$ cat src/source/tage_pkg.sv
package tage_pkg;

	localparam int PC_WIDTH = 32;

	// bit 0 is the newest outcome
	localparam int HIST_WIDTH = 32;

	localparam int TAGE_BANKS = 4;
	localparam int BANK_IDX_WIDTH = $clog2(TAGE_BANKS);

	// 64 entries per tagged table
	localparam int SET_WIDTH = 6;
	localparam int TAG_WIDTH = 8;

	// one history length per bank, shortest first
	localparam int HIST_LEN [TAGE_BANKS] = '{4, 8, 16, 32};

	// tagged counter, msb is the direction
	localparam int CTR_WIDTH = 3;
	localparam logic [CTR_WIDTH-1:0] CTR_WEAK_TAKEN = CTR_WIDTH'(1 << (CTR_WIDTH - 1));
	localparam logic [CTR_WIDTH-1:0] CTR_WEAK_NOT_TAKEN = CTR_WIDTH'((1 << (CTR_WIDTH - 1)) - 1);

	localparam int U_WIDTH = 2;

	// bimodal base table
	localparam int BASE_WIDTH = 8;
	localparam int BASE_CTR_WIDTH = 2;
	// weakly not taken
	localparam logic [BASE_CTR_WIDTH-1:0] BASE_CTR_RESET = BASE_CTR_WIDTH'(1);

	// failed allocations before the useful bits get cleared
	localparam int UFAIL_WIDTH = 4;

endpackage

$ cat src/source/tage_hash.sv
`timescale 1ns/10ps

module tage_hash #(
	parameter int HIST_LEN = 4,
	parameter int SET_WIDTH = tage_pkg::SET_WIDTH,
	parameter int TAG_WIDTH = tage_pkg::TAG_WIDTH
) (
	input logic [tage_pkg::PC_WIDTH-1:0] pc,
	input logic [tage_pkg::HIST_WIDTH-1:0] hist,
	output logic [SET_WIDTH-1:0] index,
	output logic [TAG_WIDTH-1:0] tag
);
	logic [SET_WIDTH-1:0] fold_idx;
	logic [TAG_WIDTH-1:0] fold_tag;
	logic [TAG_WIDTH-2:0] fold_tag_short;
	logic [SET_WIDTH-1:0] pc_high;

	// xor of width-sized chunks, so history bit i lands on bit i mod width
	always_comb begin
		fold_idx = '0;
		fold_tag = '0;
		fold_tag_short = '0;
		for (int i = 0; i < HIST_LEN; i++) begin
			fold_idx[i % SET_WIDTH] = fold_idx[i % SET_WIDTH] ^ hist[i];
			fold_tag[i % TAG_WIDTH] = fold_tag[i % TAG_WIDTH] ^ hist[i];
			fold_tag_short[i % (TAG_WIDTH - 1)] = fold_tag_short[i % (TAG_WIDTH - 1)] ^ hist[i];
		end
	end

	assign pc_high = SET_WIDTH'(pc >> (SET_WIDTH + 2));

	// instruction offset bits dropped
	assign index = pc[SET_WIDTH+1:2] ^ pc_high ^ fold_idx;

	// second fold shifted so the two folds do not cancel
	assign tag = pc[TAG_WIDTH+1:2] ^ fold_tag ^ {fold_tag_short, 1'b0};

endmodule

$ cat config.mk
export PLATFORM = sky130hd
export DESIGN_NAME = tage_hash
export DESIGN_NICKNAME = d
export VERILOG_FILES = /design/src/source/tage_pkg.sv /design/src/source/tage_hash.sv
export SDC_FILE = /design/constraint.sdc
export NUM_CORES = 1
export LEC_CHECK = 0
export BUFFER_PORTS_ARGS = -buffer_cell sky130_fd_sc_hd__buf_4
export CAP_MARGIN = 0
export CORE_AREA = 2 2 39 41
export DETAILED_ROUTE_END_ITERATION = 8
export DIE_AREA = 0 0 41 43
export GPL_TIMING_DRIVEN = 0
export PLACE_DENSITY = 0.81
export SLEW_MARGIN = 25
export SYNTH_ARGS = -nofsm -noshare
export SYNTH_HDL_FRONTEND = slang
export SYNTH_SLANG_ARGS = --single-unit
$ cat constraint.sdc
create_clock -name vclk -period 1.1
set_input_delay 0.055 -clock vclk [all_inputs]
set_output_delay 0.055 -clock vclk [all_outputs]
set_load 0.01 [all_outputs]
Word level (Yosys, flattened, before mapping)
Index checks and enable logic that the tools add are counted.
{"block": "classes", "n_shift": 0, "magnitude_cmp": 0, "multipliers": 0, "n_div": 0, "reduce_logical": 0, "n_addsub": 0, "n_eq_ne": 0, "mux": 0, "n_bitwise": 4}
{"operator": "XOR 8 x 4 -> 8 bit", "n": 1}
{"operator": "XOR 8 x 5 -> 8 bit", "n": 1}
{"operator": "XOR 6 x 4 -> 6 bit", "n": 1}
{"operator": "XOR 6 bit", "n": 1}
{"block": "totals", "inputBits": 64, "latchBits": 0, "reg_bits": 0, "ramBits": 0, "wordCells": 4, "mem_bits_ro": 0, "mem_count": 0}

Logic depth before layout (Yosys ltp)
{"block": "depth", "word_depth": 2, "mapped_depth": 1, "mapped_depth_nobuf": 1}

Least setup slack after synthesis
OpenSTA, ideal clock, no wires.
{"block": "synth_path", "path_kind": "in2out", "start": "input port hist[0] in the netlist's numbering", "end": "output port index[0]", "t_required_ps": 1045, "t_arrival_ps": 478, "n_path_buf": 0, "cell_stages": 1, "slack_ps": 567, "cell_sequence": "xor3_1"}
{"block": "synth_between", "elab_chain_len": 1}
{"element": "start: declaration", "line_no": "tage_hash.sv:9", "rtl": "input logic [tage_pkg::HIST_WIDTH-1:0] hist,"}
{"element": "XOR 6 x 4 -> 6 bit", "line_no": "tage_hash.sv:33", "rtl": "assign index = pc[SET_WIDTH+1:2] ^ pc_high ^ fold_idx;"}
{"element": "end: declaration", "line_no": "tage_hash.sv:10", "rtl": "output logic [SET_WIDTH-1:0] index,"}
No other way between the ends.

Worst setup path in the final report
{"block": "layout_path", "start": "input port hist[1] in the netlist's numbering", "end": "output port tag[1]"}
{"block": "layout_between", "elab_chain_len": 2}
{"element": "XOR 8 x 4 -> 8 bit", "line_no": "tage_hash.sv:36", "rtl": "assign tag = pc[TAG_WIDTH+1:2] ^ fold_tag ^ {fold_tag_short, 1'b0};"}
{"element": "XOR 8 x 5 -> 8 bit", "line_no": "tage_hash.sv:36"}
{"element": "end: declaration", "line_no": "tage_hash.sv:11", "rtl": "output logic [TAG_WIDTH-1:0] tag"}
No other way between the ends.

==> results by group <==
Timing
  – Worst slew margin: 91.8%
  – Fin. Hold Viols: 0
  – Fin crit period: 757 ps
  – Final setup margin: 343 ps
  – Crit share post-route: 68.8%
  – RSZ-0062 raised after global routing: false
  – Post-route setup TNS: 0 ps
  – Hold_ws: 381 ps
  – Slew @ Worst Pin: 122 ps
  – Fmax: 1.32 GHz
  – Final setup fails: 0
  – Pins Over Slew Limit: 0

Floorplanning
  – I/O Pins: 78
  – Num rows: 14
  – Starting density of the core: 16.2%
  – Die Y: 43 um
  – DIE WIDTH: 41 um
  – Core box area: 1380 um^2
  – Die ar.: 1760 um^2

Synthesis
  – Synth Instances: 14
  – Synth area leaders: xor3_1 (74%), xor2_1 (16%), buf_4 (10%)
  – Post-synthesis net count: 78
  – Post-synthesis cell area: 224 um^2
  – Most common cell in the netlist: xor3_1
  – Top cells by count, synth: xor3_1 (7), xor2_1 (4), buf_4 (3)
  – Post-synth top area share: 74.3%
  – Synth warn: 0
  – Cell variety after synth: 3
  – Avg Cell Area, Syn: 16.0 um^2
  – Leading area contributor after synthesis: xor3_1
  – Seq/Total Area, Yosys: 0%

Critical path
  – Maximum fanout along the worst path: 3
  – CP arrival: 700 ps
  – CP Cell Sequence: buf_4, xor3_1, buf_4
  – Crit Path Class: input port to output pin
  – Setup crit start kind: input port
  – Crit-path slowest cell: xor3_1
  – Worst path required time: 1040 ps
  – Setup crit end kind: output pin
  – Most used cell, CP: buf_4
  – Critical Path Max Stage Delay: 390 ps

Placement
  – Dpl cells: 60
  – Final GP Congestion: 0.537
  – Input/output buffers: 30
  – Post-Place Worst Slack: 332 ps

Cells and area
  – Reg area: 0 um^2
  – Finished Layout Cells: 60
  – Clock buffer count: 0
  – Core Util, Final: 33.9%
  – P&R area growth vs syn: 109%
  – Final #Nets: 110
  – Fraction of layout cells with a size suffix above 1: 75.0%
  – FFs & Latches: 0
  – Layout fillers: 145
  – N_diodes: 0

Worst hold path
  – Hold Path Depth: 3
  – Hold WC Path Type: input port to output pin
  – Hold endpoint: index[5]
  – Hold_sp: pc[13]

Clock network
  – Total of cells resized after clock tree synthesis: 0
  – CTS Hold Bufs: 0
  – Post-CTS setup buffers: 0

Power
  – Clk pwr share: 0%
  – Internal: 0.000183 W
  – Reg power frac: 0%
  – Switching part of the total: 32.8%
  – P_leak: 0.282 nW
  – Cell area power density: 579 nW/um^2
  – Peak supply drop: 0.000172 V
  – Switching power total: 0.0000891 W
  – Part of the power in combinational logic: 100.0%

Global routing
  – Initial antenna violation count: 0
  – GRT Util Overall: 5.55%
  – Pin count of the biggest net entering global routing: 4
  – First-pass GRT wire length: 703 um
  – Gr ovfl total: 0
  – Vias in the first global route: 197

Detailed routing
  – DRC viols: 0
  – WL/cell: 8.97 um
  – DR pass1 iterations: 2
  – Via count: 221
  – Final ANT Viol Nets: 0
  – Final WL: 538 um
  – Vias per inst: 3.68
  – Drt initial violations: 1

Run status
  – Status: complete, no violations

Flow run
  – # Max-Cap Violations: 0
## per-stage QoR
step | total power (W) | area (um^2)
global placement | 0.000272 | 469
finish | 0.000272 | 469
detailed placement | 0.000276 | 469
floorplan | 0.000126 | 224
CTS | 0.000276 | 469
global route | 0.000289 | 469
## cell families (layout without fill, tap and decap cells)
logic type | after synthesis | in the layout | synth area share [%]
XOR/XNOR | 11 | 11 | 89.9
buffers and inverters | 3 | 33 | 10.1
## final cells by class
cell class,count,area (um^2),area share (%)
timing repair buffer,30,225,48.0
tap,16,20.0,4.27
buffer,3,22.5,4.80
multi-input combinational,11,201,42.9
## placed cells by master, fill, tap and decap left out, drive strengths merged
| cell | Yosys | routed |
|---|---|---|
| xor3 | 7 | 7 |
| xor2 | 4 | 4 |
| buf | 3 | 33 |
## power by group through the flow
stage | Clock, W | Sequential, W | Combinational (W)
after CTS | 0 | 0 | 0.000276
after global placement | 0 | 0 | 0.000272
after floorplan | 0 | 0 | 0.000126
after global routing | 0 | 0 | 0.000289
after detailed placement | 0 | 0 | 0.000276
final | 0 | 0 | 0.000272
## layer usage
metal / global-route usage (%) / vias up / routed length (um)
met3: 1.05 / 0 / 111
li1: - / 106 / -
met5: 0 / - / 0
met4: 0 / 0 / 0
met2: 12.5 / 17 / 301
met1: 4.25 / 98 / 125
## worst max path at each step
stage / endpoint / startpoint / depth (start not counted) / slack, ps
5_1_grt: tag[1] / hist[1] / 3 / 320
6_report: tag[1] / hist[1] / 3 / 340
3_3_place_gp: index[0] / hist[0] / 3 / 340
3_5_place_dp: tag[1] / hist[1] / 3 / 330
2_1_floorplan: index[0] / hist[0] / 1 / 570
4_1_cts: tag[1] / hist[1] / 3 / 330
## critical path: cells and delay by family
kind                   cells  cell delay (ps)
XOR/XNOR                   1              390
buffers and inverters      2              250
Note: power is estimated with default switching activity, not from simulation.
