## config.mk

```make
export PLATFORM = sky130hd
export DESIGN_NAME = tage_base
export DESIGN_NICKNAME = d
export VERILOG_FILES = /design/src/source/tage_pkg.sv /design/src/source/tage_base.sv
export SDC_FILE = /design/constraint.sdc
export NUM_CORES = 1
export LEC_CHECK = 0
export BUFFER_PORTS_ARGS = -buffer_cell sky130_fd_sc_hd__buf_2
export CAP_MARGIN = 0
export CORE_ASPECT_RATIO = 1.25
export CORE_MARGIN = 1
export CORE_UTILIZATION = 50
export CTS_CLUSTER_SIZE = 16
export DETAILED_ROUTE_END_ITERATION = 8
export PLACE_DENSITY = 0.72
export SLEW_MARGIN = 5
export SYNTH_ARGS = -nofsm -noshare
export SYNTH_HDL_FRONTEND = slang
export SYNTH_SLANG_ARGS = --single-unit
```

## constraint.sdc

```tcl
create_clock -name clk -period 49.9 [get_ports clk]
set_clock_uncertainty 0.05 [all_clocks]
set_input_delay 7.485 -clock clk [delete_from_list [all_inputs] [get_ports clk]]
set_output_delay 7.485 -clock clk [all_outputs]
set_load 0.03 [all_outputs]
```

## src/source/tage_pkg.sv

```systemverilog
package tage_pkg;

	localparam int PC_WIDTH = 32;

	// bit 0 is the newest outcome
	localparam int HIST_WIDTH = 32;

	localparam int TAGE_BANKS = 4;
	localparam int BANK_IDX_WIDTH = $clog2(TAGE_BANKS);

	// 64 entries per tagged table
	localparam int SET_WIDTH = 6;
	localparam int TAG_WIDTH = 8;

	// one history length per bank, shortest first
	localparam int HIST_LEN [TAGE_BANKS] = '{4, 8, 16, 32};

	// tagged counter, msb is the direction
	localparam int CTR_WIDTH = 3;
	localparam logic [CTR_WIDTH-1:0] CTR_WEAK_TAKEN = CTR_WIDTH'(1 << (CTR_WIDTH - 1));
	localparam logic [CTR_WIDTH-1:0] CTR_WEAK_NOT_TAKEN = CTR_WIDTH'((1 << (CTR_WIDTH - 1)) - 1);

	localparam int U_WIDTH = 2;

	// bimodal base table
	localparam int BASE_WIDTH = 8;
	localparam int BASE_CTR_WIDTH = 2;
	// weakly not taken
	localparam logic [BASE_CTR_WIDTH-1:0] BASE_CTR_RESET = BASE_CTR_WIDTH'(1);

	// failed allocations before the useful bits get cleared
	localparam int UFAIL_WIDTH = 4;

endpackage

```

## src/source/tage_base.sv

```systemverilog
`timescale 1ns/10ps

module tage_base (
	input logic clk,
	input logic rst,
	input logic stall,
	input logic [tage_pkg::BASE_WIDTH-1:0] lookup_idx,
	output logic [tage_pkg::BASE_CTR_WIDTH-1:0] lookup_ctr,
	input logic [tage_pkg::BASE_WIDTH-1:0] update_idx,
	output logic [tage_pkg::BASE_CTR_WIDTH-1:0] update_ctr,
	input logic write_en,
	input logic [tage_pkg::BASE_CTR_WIDTH-1:0] write_ctr
);
	localparam int DEPTH = 2 ** tage_pkg::BASE_WIDTH;

	logic [tage_pkg::BASE_CTR_WIDTH-1:0] ctrs [DEPTH];

	always_ff @(posedge clk or posedge rst) begin
		if (rst) begin
			for (int i = 0; i < DEPTH; i++)
				ctrs[i] <= tage_pkg::BASE_CTR_RESET;
		end else if (write_en) begin
			ctrs[update_idx] <= write_ctr;
		end
	end

	// lookup stage freezes while stalled
	always_ff @(posedge clk or posedge rst) begin
		if (rst)
			lookup_ctr <= tage_pkg::BASE_CTR_RESET;
		else if (!stall)
			lookup_ctr <= ctrs[lookup_idx];
	end

	// sees all earlier training writes
	assign update_ctr = ctrs[update_idx];

endmodule

```

* Word level (Yosys, flattened, before mapping)
Cells that the tools add are included.
** Word-level totals
- Memory bits (writable) :: 0
- Bits in registers :: 514
- Output and inout bits :: 4
- Input port bits :: 22
- Memories kept :: 0
- Bits in latches :: 0
- ROM bits :: 0
- Logic and storage cells :: 272
** Cells by class
- Div/mod/pow operators :: 0
- Multiplexer cells :: 9
- $lt $le $gt $ge :: 3
- Shifts and indexed selects :: 0
- Multipliers :: 0
- Reduce and logical (&&, ||, !) cells :: 1
- Equality and inequality tests :: 0
- Add/subtract/negate cells :: 0
- Bitwise logic cells :: 2
** Operators by type and width (count)
- 512-bit bitwise mux :: 1
- 2-bit binary-select mux with 8-bit select :: 2
- 9-bit greater-or-equal comparator (second input constant) :: 2
- 8-bit inverter with 9-bit output :: 2
- 2-bit demux with 8-bit select :: 1
- 2-bit 2-to-1 mux :: 5
- 9-bit by 1-bit < comparator with 1-bit output (second input constant) :: 1
- 1-bit logical AND :: 1

* Logic depth before layout (Yosys ltp)
- Depth in word-level cells :: 6
- Mapped depth :: 12
- Mapped depth without buffers :: 7

* Worst setup path after synthesis
No wires, ideal clock.
- Kind :: input to output
- Start :: in update_idx[1] in the netlist's numbering
- End :: out update_ctr[0] in the netlist's numbering
- Arrival :: 9.727 ns
- Path buffers :: 3
- Cell stages on the path :: 8
- Data required time :: 42.365 ns
- Slack :: 32.638 ns
- Cells stage by stage :: buf_2 > buf_2 > buf_1 > mux4_2 > mux4_2 > mux2_2 > a31oi_1 > o311ai_1
** Between the ends
- Word-level cells in the longest chain between the ends :: 4
** RTL lines
- from (decl) :: line tage_base.sv:9 : input logic [tage_pkg::BASE_WIDTH-1:0] update_idx,
- 8-bit inverter with 9-bit output (not written as such) :: line tage_base.sv:36 : assign update_ctr = ctrs[update_idx];
- 2-bit binary-select mux with 8-bit select :: line tage_base.sv:36
- 2-bit 2-to-1 mux (not written as such) (2 in a row) :: line tage_base.sv:36
- to (decl) :: line tage_base.sv:10 : output logic [tage_pkg::BASE_CTR_WIDTH-1:0] update_ctr,
Every way passes these cells. The select of a mux whose other input is x is not followed.

* Final worst setup path
- Start :: in update_idx[0] in the netlist's numbering
- End :: out update_ctr[0] in the netlist's numbering
The elaborated chain is that of the path after synthesis.

==> reports/summary.md <==
• Placer Congestion: 0.943
• WP data required: 42.37 ns
• number of nets still failing antenna checks after routing: 0
• relative max-transition margin: 9.30%
• Placed Cells: 2675
• half-perimeter wire length after placement: 53.4 mm
• number of nets produced by synthesis: 2061
• Post-Synthesis Mean Instance Area: 14.2 um^2
• clock sink count: 514
• pin count of the biggest net entering global routing: 167
• Clock Root Buffer: clkbuf_16
• Worst Hold Class: reg2reg
• post-route DRC violation count: 0
• most common cell after layout, fill and taps aside: mux2_2
• number of max-slew violations in the final report: 0
• final standard cell count with taps included and fillers excluded: 2769
• CTS clock-pin slew for the worst setup and hold paths: 0.06 ns
• cts-stage hold buffer count: 0
• fin crit period: 19.29 ns
• number of max-cap violations: 0
• later-pin clock latency in the skew report: 0.59 ns
• Worst Setup Start Kind: input pin
• Syn Std Cell Area: 28900 um^2
• endpoints failing hold: 0
• net total in the final layout: 1999
• sequential fraction of the synthesis area: 45.6%
• first-pass iteration count of the detailed router: 7
• final wirelength: 84.3 mm
• area of the die: 58900 um^2
• Unique masters post-synth: 54
• antenna violations before repair: 3
• Period Utilization, post-route: 38.7%
• most frequent cells in the layout: mux2_2, mux4_2, dfstp_2, dfrtp_1, nor2_1
• synthesized flop and latch total: 514
• global-route wire length before repair: 129 mm
• number of DRC markers in iteration 0: 1804
• Max Clock Freq: 51.8 MHz
• leakage dissipation: 12.7 nW
• number of standard cells after synthesis: 2039
• total track usage: 29.4%
• vias in the first global route: 19900
• outcome: completed
• number of setup buffers added after CTS: 0
• power density cells: 30.6 nW/um^2
• TritonCTS clock tree: done
• setup repair after global routing missed its margin: false
• number of levels the H-tree was split into: 2
• number of buffers inserted by port buffering: 25
• startpoint-to-endpoint class of the critical path: in2out
• die width: 217 um
• Main synth FF type: dfstp_2
• maximum net fanout on the critical path: 54
• end-of-flow core utilization: 54.6%
• summed area of non-filler cells in the final layout: 31200 um^2
• pin slew with the least headroom to its limit: 1.33 ns
• number of enable-type register cells in the synthesized netlist: 0
• Setup crit end kind: primary output
• arrival time worst endpoint: 11.75 ns
• detail-routed net length per standard cell: 30.5 um
• number of buffers added by the clock tree synthesis step: 50
• area of the core: 57100 um^2
• via count: 19000
• number of placed I/O pins: 26
• height of the die: 271 um
• total congestion overflow: 0
• fraction of final layout cells with drive strength greater than 1: 58.9%
• Area growth syn-to-layout: 7.78%
• Max Root-Sink Buffers: 3
• Placed Instance Area: 29600 um^2
• # resized after CTS: 0
• ratio of routed vias to standard cells: 6.86
• count of yosys warnings during synthesis: 0
• row count: 98
• Final Setup Violations: 0
• starting density of the core: 50.7%
• final total negative setup slack: 0 ns
• asr flop ratio synth: 100%
• Peak VDD IR: 0.0261 mV
[synth_stat cells, types with 17 or more instances]
master      n  area, um^2
buf_2      36         180
dfstp_2   257        6750
nand2_1   135         507
nor2b_1    17         106
dfrtp_1   257        6430
mux2i_1    63         631
mux2_2    519        5840
nor2_1    184         691
mux4_2    266        5990
a22oi_1    23         173
clkbuf_1   98         368
[critical path, cell delays in order]
cell and delay, ns:
buf_8 0.45, buf_4 0.85, buf_4 0.75, mux4_2 0.59, mux4_2 0.48, a22o_1 0.25
a21oi_1 0.15, and3_1 0.22, o311ai_1 0.21, buf_2 0.25
[state kept, by name, summed over array words and instances, names as in the netlist]
signal      cells
ctrs          512
lookup_ctr      2
[stage by stage]
step	power (mW)	setup WS [ns]	hold slack, ns
5_1_grt	0.983	30.30	0.492
6_report	0.954	30.61	0.477
2_1_floorplan	0.541	28.43	0.441
3_5_place_dp	0.576	30.53	0.460
4_1_cts	0.959	30.54	0.474
3_3_place_gp	0.572	30.49	0.452
[kinds of logic after synthesis]
| logic type | after synthesis | synth area share, % |
|---|---|---|
| DFF | 514 | 45.6 |
| AOI/OAI and AO/OA | 92 | 2.42 |
| buffers and inverters | 177 | 2.92 |
| and+or+nand+nor | 408 | 6.04 |
| muxes | 848 | 43.1 |
[path summary, 6_finish.rpt]
path | start | end | slack (ns) | cells past startpoint
min in group asynchronous | rst | ctrs[213]$_DFFE_PP0P_ | 6.97 | 2
max in group asynchronous | rst | ctrs[143]$_DFFE_PP0P_ | 39.67 | 5
hold / removal | ctrs[283]$_DFFE_PP0P_ | ctrs[283]$_DFFE_PP0P_ | 0.48 | 1
setup / recovery | update_idx[0] | update_ctr[0] | 30.61 | 10
hold reg to reg | ctrs[283]$_DFFE_PP0P_ | ctrs[283]$_DFFE_PP0P_ | 0.48 | 1
setup reg to reg | ctrs[433]$_DFFE_PP0P_ | lookup_ctr[1]$_DFFE_PP0N_ | 46.82 | 7
[layer usage]
metal	vias to the layer above	GRT usage, %	part of all wire (%)
li1	7651	-	-
met1	10100	38.7	38
met2	955	45.7	47
met3	312	5.78	8.0
met4	6	16.5	6.4
met5	-	0	0.042
[where the power goes]
part           total [mW]  internal (mW)  switching (mW)
logic               0.108         0.0482          0.0600
clock network       0.384          0.220           0.163
registers           0.462          0.445          0.0168
total               0.954          0.714           0.240
[final cells by class]
class / instances / area [um^2]
Clock inverter: 12 / 139
Fill cell: 4620 / 25900
Antenna cell: 1 / 2.50
Sequential cell: 514 / 13200
Multi-Input combinational cell: 1348 / 15000
Timing Repair Buffer: 58 / 429
Inverter: 5 / 26.3
Clock buffer: 81 / 1500
Tap cell: 750 / 938
No activity file was read; power rests on OpenSTA's default activity.
