<file path="src/source/tage_pkg.sv">
package tage_pkg;

	localparam int PC_WIDTH = 32;

	// bit 0 is the newest outcome
	localparam int HIST_WIDTH = 32;

	localparam int TAGE_BANKS = 4;
	localparam int BANK_IDX_WIDTH = $clog2(TAGE_BANKS);

	// 64 entries per tagged table
	localparam int SET_WIDTH = 6;
	localparam int TAG_WIDTH = 8;

	// one history length per bank, shortest first
	localparam int HIST_LEN [TAGE_BANKS] = '{4, 8, 16, 32};

	// tagged counter, msb is the direction
	localparam int CTR_WIDTH = 3;
	localparam logic [CTR_WIDTH-1:0] CTR_WEAK_TAKEN = CTR_WIDTH'(1 << (CTR_WIDTH - 1));
	localparam logic [CTR_WIDTH-1:0] CTR_WEAK_NOT_TAKEN = CTR_WIDTH'((1 << (CTR_WIDTH - 1)) - 1);

	localparam int U_WIDTH = 2;

	// bimodal base table
	localparam int BASE_WIDTH = 8;
	localparam int BASE_CTR_WIDTH = 2;
	// weakly not taken
	localparam logic [BASE_CTR_WIDTH-1:0] BASE_CTR_RESET = BASE_CTR_WIDTH'(1);

	// failed allocations before the useful bits get cleared
	localparam int UFAIL_WIDTH = 4;

endpackage

</file>
<file path="src/source/tage_table_if.sv">
`timescale 1ns/10ps

interface tage_table_if #(
	parameter int SET_WIDTH = tage_pkg::SET_WIDTH,
	parameter int TAG_WIDTH = tage_pkg::TAG_WIDTH
);
	// lookup and update addressing
	logic lookup_en;
	logic [SET_WIDTH-1:0] lookup_idx;
	logic [TAG_WIDTH-1:0] lookup_tag;
	logic [SET_WIDTH-1:0] update_idx;
	logic [TAG_WIDTH-1:0] update_tag;

	// registered lookup result
	logic hit;
	logic [tage_pkg::CTR_WIDTH-1:0] ctr;
	logic [tage_pkg::U_WIDTH-1:0] u;

	// combinational read at the update index
	logic update_hit;
	logic [tage_pkg::CTR_WIDTH-1:0] update_ctr;
	logic [tage_pkg::U_WIDTH-1:0] update_u;

	// update writes
	logic ctr_we;
	logic [tage_pkg::CTR_WIDTH-1:0] ctr_wdata;
	logic alloc;
	logic u_we;
	logic [tage_pkg::U_WIDTH-1:0] u_wdata;
	logic u_reset;

	modport tbl (
		input lookup_en, lookup_idx, lookup_tag, update_idx, update_tag,
		input ctr_we, ctr_wdata, alloc, u_we, u_wdata, u_reset,
		output hit, ctr, u, update_hit, update_ctr, update_u
	);

	modport ctrl (
		input update_hit, update_ctr, update_u,
		output ctr_we, ctr_wdata, alloc, u_we, u_wdata, u_reset
	);

endinterface

</file>
<file path="src/source/tage_table.sv">
`timescale 1ns/10ps

module tage_table #(
	parameter int SET_WIDTH = tage_pkg::SET_WIDTH,
	parameter int TAG_WIDTH = tage_pkg::TAG_WIDTH
) (
	input logic clk,
	input logic rst,
	input logic stall,
	tage_table_if.tbl tif
);
	localparam int DEPTH = 2 ** SET_WIDTH;
	localparam int CW = tage_pkg::CTR_WIDTH;
	localparam int UW = tage_pkg::U_WIDTH;

	logic [DEPTH-1:0] valid;
	logic [TAG_WIDTH-1:0] tags [DEPTH];
	logic [CW-1:0] ctrs [DEPTH];
	logic [UW-1:0] useful [DEPTH];

	logic lookup_fire;
	logic valid_q;
	logic [CW-1:0] ctr_q;
	logic [UW-1:0] u_q;
	logic [TAG_WIDTH-1:0] entry_tag_q;
	logic [TAG_WIDTH-1:0] lookup_tag_q;

	assign lookup_fire = tif.lookup_en && !stall;

	always_ff @(posedge clk or posedge rst) begin
		if (rst) begin
			valid_q <= 1'b0;
			ctr_q <= '0;
			u_q <= '0;
		end else if (lookup_fire) begin
			valid_q <= valid[tif.lookup_idx];
			ctr_q <= ctrs[tif.lookup_idx];
			u_q <= useful[tif.lookup_idx];
		end
	end

	always_ff @(posedge clk) begin
		if (lookup_fire) begin
			entry_tag_q <= tags[tif.lookup_idx];
			lookup_tag_q <= tif.lookup_tag;
		end
	end

	assign tif.hit = valid_q && entry_tag_q == lookup_tag_q;
	assign tif.ctr = ctr_q;
	assign tif.u = u_q;

	assign tif.update_hit = valid[tif.update_idx] && tags[tif.update_idx] == tif.update_tag;
	assign tif.update_ctr = ctrs[tif.update_idx];
	assign tif.update_u = useful[tif.update_idx];

	always_ff @(posedge clk or posedge rst) begin
		if (rst) begin
			valid <= '0;
			for (int i = 0; i < DEPTH; i++) begin
				tags[i] <= '0;
				ctrs[i] <= '0;
				useful[i] <= '0;
			end
		end else begin
			if (tif.alloc) begin
				valid[tif.update_idx] <= 1'b1;
				tags[tif.update_idx] <= tif.update_tag;
			end
			if (tif.alloc || tif.ctr_we)
				ctrs[tif.update_idx] <= tif.ctr_wdata;
			// global clear wins over a single write
			if (tif.u_reset) begin
				for (int i = 0; i < DEPTH; i++)
					useful[i] <= '0;
			end else if (tif.u_we) begin
				useful[tif.update_idx] <= tif.u_wdata;
			end
		end
	end

	// only entries that are not useful may be replaced
	assert property (@(posedge clk) disable iff (rst)
		tif.alloc |-> !valid[tif.update_idx] || useful[tif.update_idx] == '0);

	// useful bits are only ever earned by valid entries
	assert property (@(posedge clk) disable iff (rst)
		tif.u != '0 |-> valid_q);

endmodule

</file>
<file path="src/flat_wrapper.sv">
// flat-port wrapper written by rule: the top's interface ports become plain ports
module tage_table_flat 
#(
	parameter int SET_WIDTH = tage_pkg::SET_WIDTH,
	parameter int TAG_WIDTH = tage_pkg::TAG_WIDTH
)
  (clk, rst, stall, tif_lookup_en, tif_lookup_idx, tif_lookup_tag, tif_update_idx, tif_update_tag, tif_ctr_we, tif_ctr_wdata, tif_alloc, tif_u_we, tif_u_wdata, tif_u_reset, tif_hit, tif_ctr, tif_u, tif_update_hit, tif_update_ctr, tif_update_u);
  tage_table_if #(.SET_WIDTH(SET_WIDTH), .TAG_WIDTH(TAG_WIDTH)) tif_i ();
  input logic clk;
  input logic rst;
  input logic stall;
  input wire logic [$bits(tif_i.lookup_en)-1:0] tif_lookup_en;
  input wire logic [$bits(tif_i.lookup_idx)-1:0] tif_lookup_idx;
  input wire logic [$bits(tif_i.lookup_tag)-1:0] tif_lookup_tag;
  input wire logic [$bits(tif_i.update_idx)-1:0] tif_update_idx;
  input wire logic [$bits(tif_i.update_tag)-1:0] tif_update_tag;
  input wire logic [$bits(tif_i.ctr_we)-1:0] tif_ctr_we;
  input wire logic [$bits(tif_i.ctr_wdata)-1:0] tif_ctr_wdata;
  input wire logic [$bits(tif_i.alloc)-1:0] tif_alloc;
  input wire logic [$bits(tif_i.u_we)-1:0] tif_u_we;
  input wire logic [$bits(tif_i.u_wdata)-1:0] tif_u_wdata;
  input wire logic [$bits(tif_i.u_reset)-1:0] tif_u_reset;
  output wire logic [$bits(tif_i.hit)-1:0] tif_hit;
  output wire logic [$bits(tif_i.ctr)-1:0] tif_ctr;
  output wire logic [$bits(tif_i.u)-1:0] tif_u;
  output wire logic [$bits(tif_i.update_hit)-1:0] tif_update_hit;
  output wire logic [$bits(tif_i.update_ctr)-1:0] tif_update_ctr;
  output wire logic [$bits(tif_i.update_u)-1:0] tif_update_u;
  assign tif_i.lookup_en = tif_lookup_en;
  assign tif_i.lookup_idx = tif_lookup_idx;
  assign tif_i.lookup_tag = tif_lookup_tag;
  assign tif_i.update_idx = tif_update_idx;
  assign tif_i.update_tag = tif_update_tag;
  assign tif_i.ctr_we = tif_ctr_we;
  assign tif_i.ctr_wdata = tif_ctr_wdata;
  assign tif_i.alloc = tif_alloc;
  assign tif_i.u_we = tif_u_we;
  assign tif_i.u_wdata = tif_u_wdata;
  assign tif_i.u_reset = tif_u_reset;
  assign tif_hit = tif_i.hit;
  assign tif_ctr = tif_i.ctr;
  assign tif_u = tif_i.u;
  assign tif_update_hit = tif_i.update_hit;
  assign tif_update_ctr = tif_i.update_ctr;
  assign tif_update_u = tif_i.update_u;
  tage_table #(.SET_WIDTH(SET_WIDTH), .TAG_WIDTH(TAG_WIDTH)) u_core (.clk(clk), .rst(rst), .stall(stall), .tif(tif_i));
endmodule
</file>
<file path="config.mk">
export PLATFORM = sky130hd
export DESIGN_NAME = tage_table_flat
export DESIGN_NICKNAME = d
export VERILOG_FILES = /design/src/source/tage_pkg.sv /design/src/source/tage_table_if.sv /design/src/source/tage_table.sv /design/src/flat_wrapper.sv
export SDC_FILE = /design/constraint.sdc
export NUM_CORES = 2
export LEC_CHECK = 0
export BUFFER_PORTS_ARGS = -buffer_cell sky130_fd_sc_hd__buf_2
export CORE_UTILIZATION = 45
export DETAILED_ROUTE_END_ITERATION = 10
export SYNTH_ARGS = -nofsm -noshare
export SYNTH_HDL_FRONTEND = slang
export SYNTH_SLANG_ARGS = --single-unit
</file>
<file path="constraint.sdc">
create_clock -name clk -period 27.7 [get_ports clk]
set_clock_uncertainty 0.1 [all_clocks]
set_input_delay 1.385 -clock clk [delete_from_list [all_inputs] [get_ports clk]]
set_output_delay 1.385 -clock clk [all_outputs]
set_load 0.02 [all_outputs]
</file>
Word-level counts from Yosys, hierarchy flattened
Cells that the tools add are included.

Magnitude comparators: 6. Equality and inequality tests: 2. Mux-type cells: 35. Bitwise gates (word level): 3. Reduce and logical (&&, ||, !) cells: 8.

Operator list (number): bitwise mux 512 bit (1); 2-to-1 mux 128 bit (2); bitwise mux 192 bit (1); bitwise mux 128 bit (1); binary-select mux 8 bit (select 6 bit) (2); OR 64 bit (1); demux 8 bit (select 6 bit) (1); 2-to-1 mux 8 bit (5); binary-select mux 3 bit (select 6 bit) (2); binary-select mux 2 bit (select 6 bit) (2); demux 3 bit (select 6 bit) (1); == test 8 bit (2); 2-to-1 mux 3 bit (5); >= comparator 7 bit, second input constant (2); < comparator 6 x 7 -> 1 bit, second input constant (2); NOT 6 -> 7 bit (2); binary-select mux 1 bit (select 6 bit) (2); demux 2 bit (select 6 bit) (1); 2-to-1 mux 2 bit (5); < comparator 7 x 1 -> 1 bit, second input constant (1); demux 1 bit (select 6 bit) (1); >= comparator 6 x 1 -> 1 bit, second input constant (1); logical AND 1 bit (5); 2-to-1 mux 1 bit (3); 3 further kinds (3).

Register bits: 918. Output and inout bits: 12.

Logic depth before layout (Yosys ltp)
Depth after elaboration: 8. Gate-level depth with buffers: 13. Mapped depth without buffers: 8.

Worst setup path before layout
No wires, ideal clock.

Path type: input to output. From: input port tif_update_idx[0]. To: output port tif_update_hit. Arrival time: 3944 ps. Required time: 26215 ps. Setup slack: 22271 ps. Stages on the path: 12. Buffers on the path: 4. Cell sequence: buf_2 > buf_6 > buf_2 > buf_2 > mux2i_1 > nand2_1 > a311oi_1 > a21oi_1 > nor4_1 > xor2_1 > o311ai_1 > nor4_1.

Longest elaborated chain between the ends: 6. Elaborated cells between the ends (all ways): 8. Classes of those cells: eq/ne (1); mux (5); bitwise (1); reduce/logical (1).

Ends and longest elaborated chain: start: declaration (RTL line flat_wrapper.sv:15) `input wire logic [$bits(tif_i.update_idx)-1:0] tif_update_idx;`; NOT 6 -> 7 bit (not written as such) (RTL line tage_table.sv:53) `assign tif.update_hit = valid[tif.update_idx] && tags[tif.update_idx] == tif.update_tag;`; binary-select mux 8 bit (select 6 bit) (RTL line tage_table.sv:53); 2-to-1 mux 8 bit (not written as such) (2 in series) (RTL line tage_table.sv:53); == test 8 bit (RTL line tage_table.sv:53); logical AND 1 bit * (RTL line tage_table.sv:53); end: declaration (RTL line flat_wrapper.sv:26) `output wire logic [$bits(tif_i.update_hit)-1:0] tif_update_hit;`.

Every way passes the cells marked *; elsewhere a longest branch is shown, timed or not. The select of a mux whose other input is x is not followed.

Worst setup path after layout
From: input port tif_update_idx[2]. To: output port tif_update_hit.

Same word-level chain as after synthesis.

==> impl_metrics.py <==
metrics = {
    "outcome": {
        "outcome": "complete, but fails checks",
        "violations": "capacitance limit, slew limit",
    },
    "setup_path": {
        "reg2reg_from": "u_core.valid[31]$_DFFE_PP0P_",
        "startpoint": "tif_update_idx[2]",
        "arrival_ps": 6210,
        "slowest_delay_ps": 1300,
        "end_kind": "output pin",
        "r2r_cells": 4,
        "critPathMaxFanout": 52,
        "required_ps": 26210,
        "timing.rr.end": "u_core.valid_q$_DFFE_PP0P_",
        "crit_family": "buffers and inverters",
        "cp_slowest_cell": "and2_1",
        "startpoint_type": "input pin",
        "rrSetupSlack_ps": 25110,
        "worstSetupPathType": "input pin to output pin",
        "crit_cells": 13,
        "worstPathCellList": "buf_6 > buf_4 > and2_1 > a22oi_1 > a22oi_1 > o211ai_1 > a221oi_1 > xor2_1 > o2111ai_1 > nor4_1 > buf_2 > buf_4 > buf_2",
        "path_buf_inv": 5,
        "worstSetupEndpoint": "tif_update_hit",
    },
    "route": {
        "avgViaCountPerCell": 6.80,
        "drt-pass1-iter-count": 6,
        "route.detailed.drc": 0,
        "ant_nets": 0,
        "wire_per_inst_microns": 32.6,
        "dr_total_vias": 34900,
        "drt_iter0_markers": 4398,
        "drt_wl_total_mm": 167,
    },
    "global_route": {
        "antenna_found_initial": 8,
        "grt_pass1_wl_mm": 247,
        "grt_pass1_vias": 34200,
        "grt_overflow": 0,
        "grt.total_usage_pct": 30.3,
        "grt_max_degree": 127,
    },
    "clock_network": {
        "clk_latency_ps": 710,
        "hold_buffers": 0,
        "clk_pin_slew_ps": 60,
        "cts_buffer_depth": 3,
        "cts_tree": "built",
        "cts_root_buffer": "clkbuf_16",
        "cts.sinks": 918,
        "htreeDepth": 3,
        "post_cts_buffers": 0,
        "cts_resized": 0,
        "numCtsBuffers": 101,
    },
    "sta": {
        "final.min_clock_period_ps": 7700,
        "slew_violations": 16,
        "fmax_ghz": 0.130,
        "hold_viol_final": 0,
        "grt_setup_unrepaired": "false",
        "worstMarginPinSlew_ps": 1580,
        "post-route-period-util_pct": 27.8,
        "setup_violations": 0,
        "tns_ps": 0,
        "layout_setup_ws_ps": 20010,
        "relSlewSlack_pct": -5.64,
    },
    "min_path": {
        "hp-class": "register to register",
        "hold_start": "u_core.valid[6]$_DFFE_PP0P_",
    },
    "placement": {
        "place.gp.congestion": 0.934,
        "placed_cells": 4941,
        "hpwl_mm": 104,
        "dpl_worst_slack_ps": 20220,
        "io_buffers": 52,
    },
    "die": {
        "die_area_sq_um": 111000,
        "fp.dieH_microns": 332,
        "rows": 120,
        "ios": 53,
        "initial_core_util_pct": 45.7,
        "core_area_sq_um": 108000,
        "die_x_microns": 332,
    },
    "final_layout": {
        "antenna_cells": 0,
        "syn_to_final_growth_pct": 9.68,
        "multi_input_area_sq_um": 24700,
        "ff_latch_area_sq_um": 23100,
        "drive_above_1_share_pct": 39.3,
        "final-instance-count-excl-fill": 5129,
        "final_cell_mix": "dfrtp_1, mux2_2, mux4_2, nand2_1, a21oi_1",
        "layout_commonest_cell": "dfrtp_1",
        "nets": 3682,
        "nFillCells": 9268,
    },
    "synthesis": {
        "synth_seq_area_share_pct": 46.9,
        "ys_warn_count": 0,
        "syn_area_per_cell_sq_um": 13.1,
        "synth_ff_type": "dfrtp_1",
        "synth_seq_cells": 918,
        "postSynthCellCount": 3756,
        "synth_top_area_cell": "dfrtp_1",
        "synthDominantCellAreaShare_pct": 45.9,
        "synth_fp_nets": 3797,
        "async_flop_share_pct": 98.3,
        "synth_edf_count": 16,
        "ys_top_cells_by_area": "dfrtp_1, mux2_2, mux4_2",
        "synth_area_sq_um": 49100,
        "synth_cell_type_count": 63,
    },
    "pwr": {
        "max-vdd-ir-drop_uv": 45.2,
        "power_density_nw_per_um2": 68.9,
        "cellLeakagePower_nw": 23.0,
    },
    "run": {
        "max_cap_violations": 1,
    },
}
## synthesized netlist by cell type, types with 4 or more instances
master     number
dfrtp_1       902
mux2_2        757
mux4_2        358
nand2_1       258
clkbuf_1      211
a21oi_1       190
nor2_1        175
mux2i_1       112
o21ai_0       111
a22oi_1        98
nand3_1        95
buf_2          78
a221oi_1       56
buf_1          41
nand2b_1       36
or2_2          32
a31oi_1        20
a22o_1         18
edfxtp_1       16
o22ai_1        14
buf_4          13
o2bb2ai_1      12
and2_1         11
xor2_1         11
nand4_1        10
mux2_1          8
nor2b_1         8
o211ai_1        8
and3b_1         7
nor3_1          7
nor4_1          7
a222oi_1        6
a221o_1         5
buf_6           5
and3_1          4
xnor2_1         4
## through the flow
stage | utilization, % | hold slack (ps) | total power [mW] | area [sq um]
global route | 50.1 | 406 | 3.83 | 53900
detailed placement | 46.8 | 376 | 2.28 | 50400
floorplan | - | 346 | 2.07 | 49100
CTS | 50.1 | 392 | 3.71 | 53900
finish | 50.1 | 391 | 3.71 | 53900
global placement | 46.8 | 366 | 2.27 | 50400
## sequential cells by signal, summed over array words and instances (netlist names)
name / flops
u_core.tif.ctr: 3
u_core.ctrs: 192
u_core.valid_q: 1
u_core.useful: 128
u_core.tags: 512
u_core.entry_tag_q: 8
u_core.lookup_tag_q: 8
u_core.valid: 64
u_core.tif.u: 2
## power breakdown
group,leakage [nW],total [mW],internal [mW],switching (mW)
Clock,1.73,1.44,0.849,0.587
Sequential,12.1,1.66,1.52,0.139
Combinational,9.14,0.619,0.311,0.308
Total,23.0,3.71,2.68,1.03
## routing by layer
metal / track usage (%) / part of all wire [%] / vias up
met5: 0 / 0.036 / -
li1: - / - / 14000
met1: 43.7 / 42 / 18600
met3: 8.20 / 10 / 368
met4: 10.8 / 3.7 / 10
met2: 43.8 / 44 / 1877
## layout make-up
class                      instances  share of cell area (%)
multi-input combinational       2486                    45.8
sequential                       918                    42.8
clock buffer                     149                    5.55
tap                             1403                    3.26
timing repair buffer             130                    1.71
clock inverter                    39                   0.917
inverter                           4                  0.0418
## worst reg2reg max path, delay by kind of cell, from the launching register on
family,cells,cell delay [ps]
flops,1,400
mux,4,1970
## cells by family after synthesis
group	Yosys count	share of synthesized area (%)
AND/OR/NAND/NOR	672	6.23
buffers and inverters	352	3.06
XOR/XNOR	15	0.267
AO/OA/AOI/OAI	564	7.32
flip-flops	918	46.9
multiplexers	1235	36.2
## how the worst min path moves through the flow
stage                                               to  slack, ps  cells after the start
after CTS                 u_core.valid[46]$_DFFE_PP0P_        390                      1
final                      u_core.valid[6]$_DFFE_PP0P_        390                      1
after floorplan           u_core.valid[10]$_DFFE_PP0P_        350                      1
after detailed placement  u_core.valid[46]$_DFFE_PP0P_        380                      1
after global placement    u_core.valid[52]$_DFFE_PP0P_        370                      1
after global routing      u_core.valid[46]$_DFFE_PP0P_        410                      1
No activity file was read; power rests on OpenSTA's default activity.
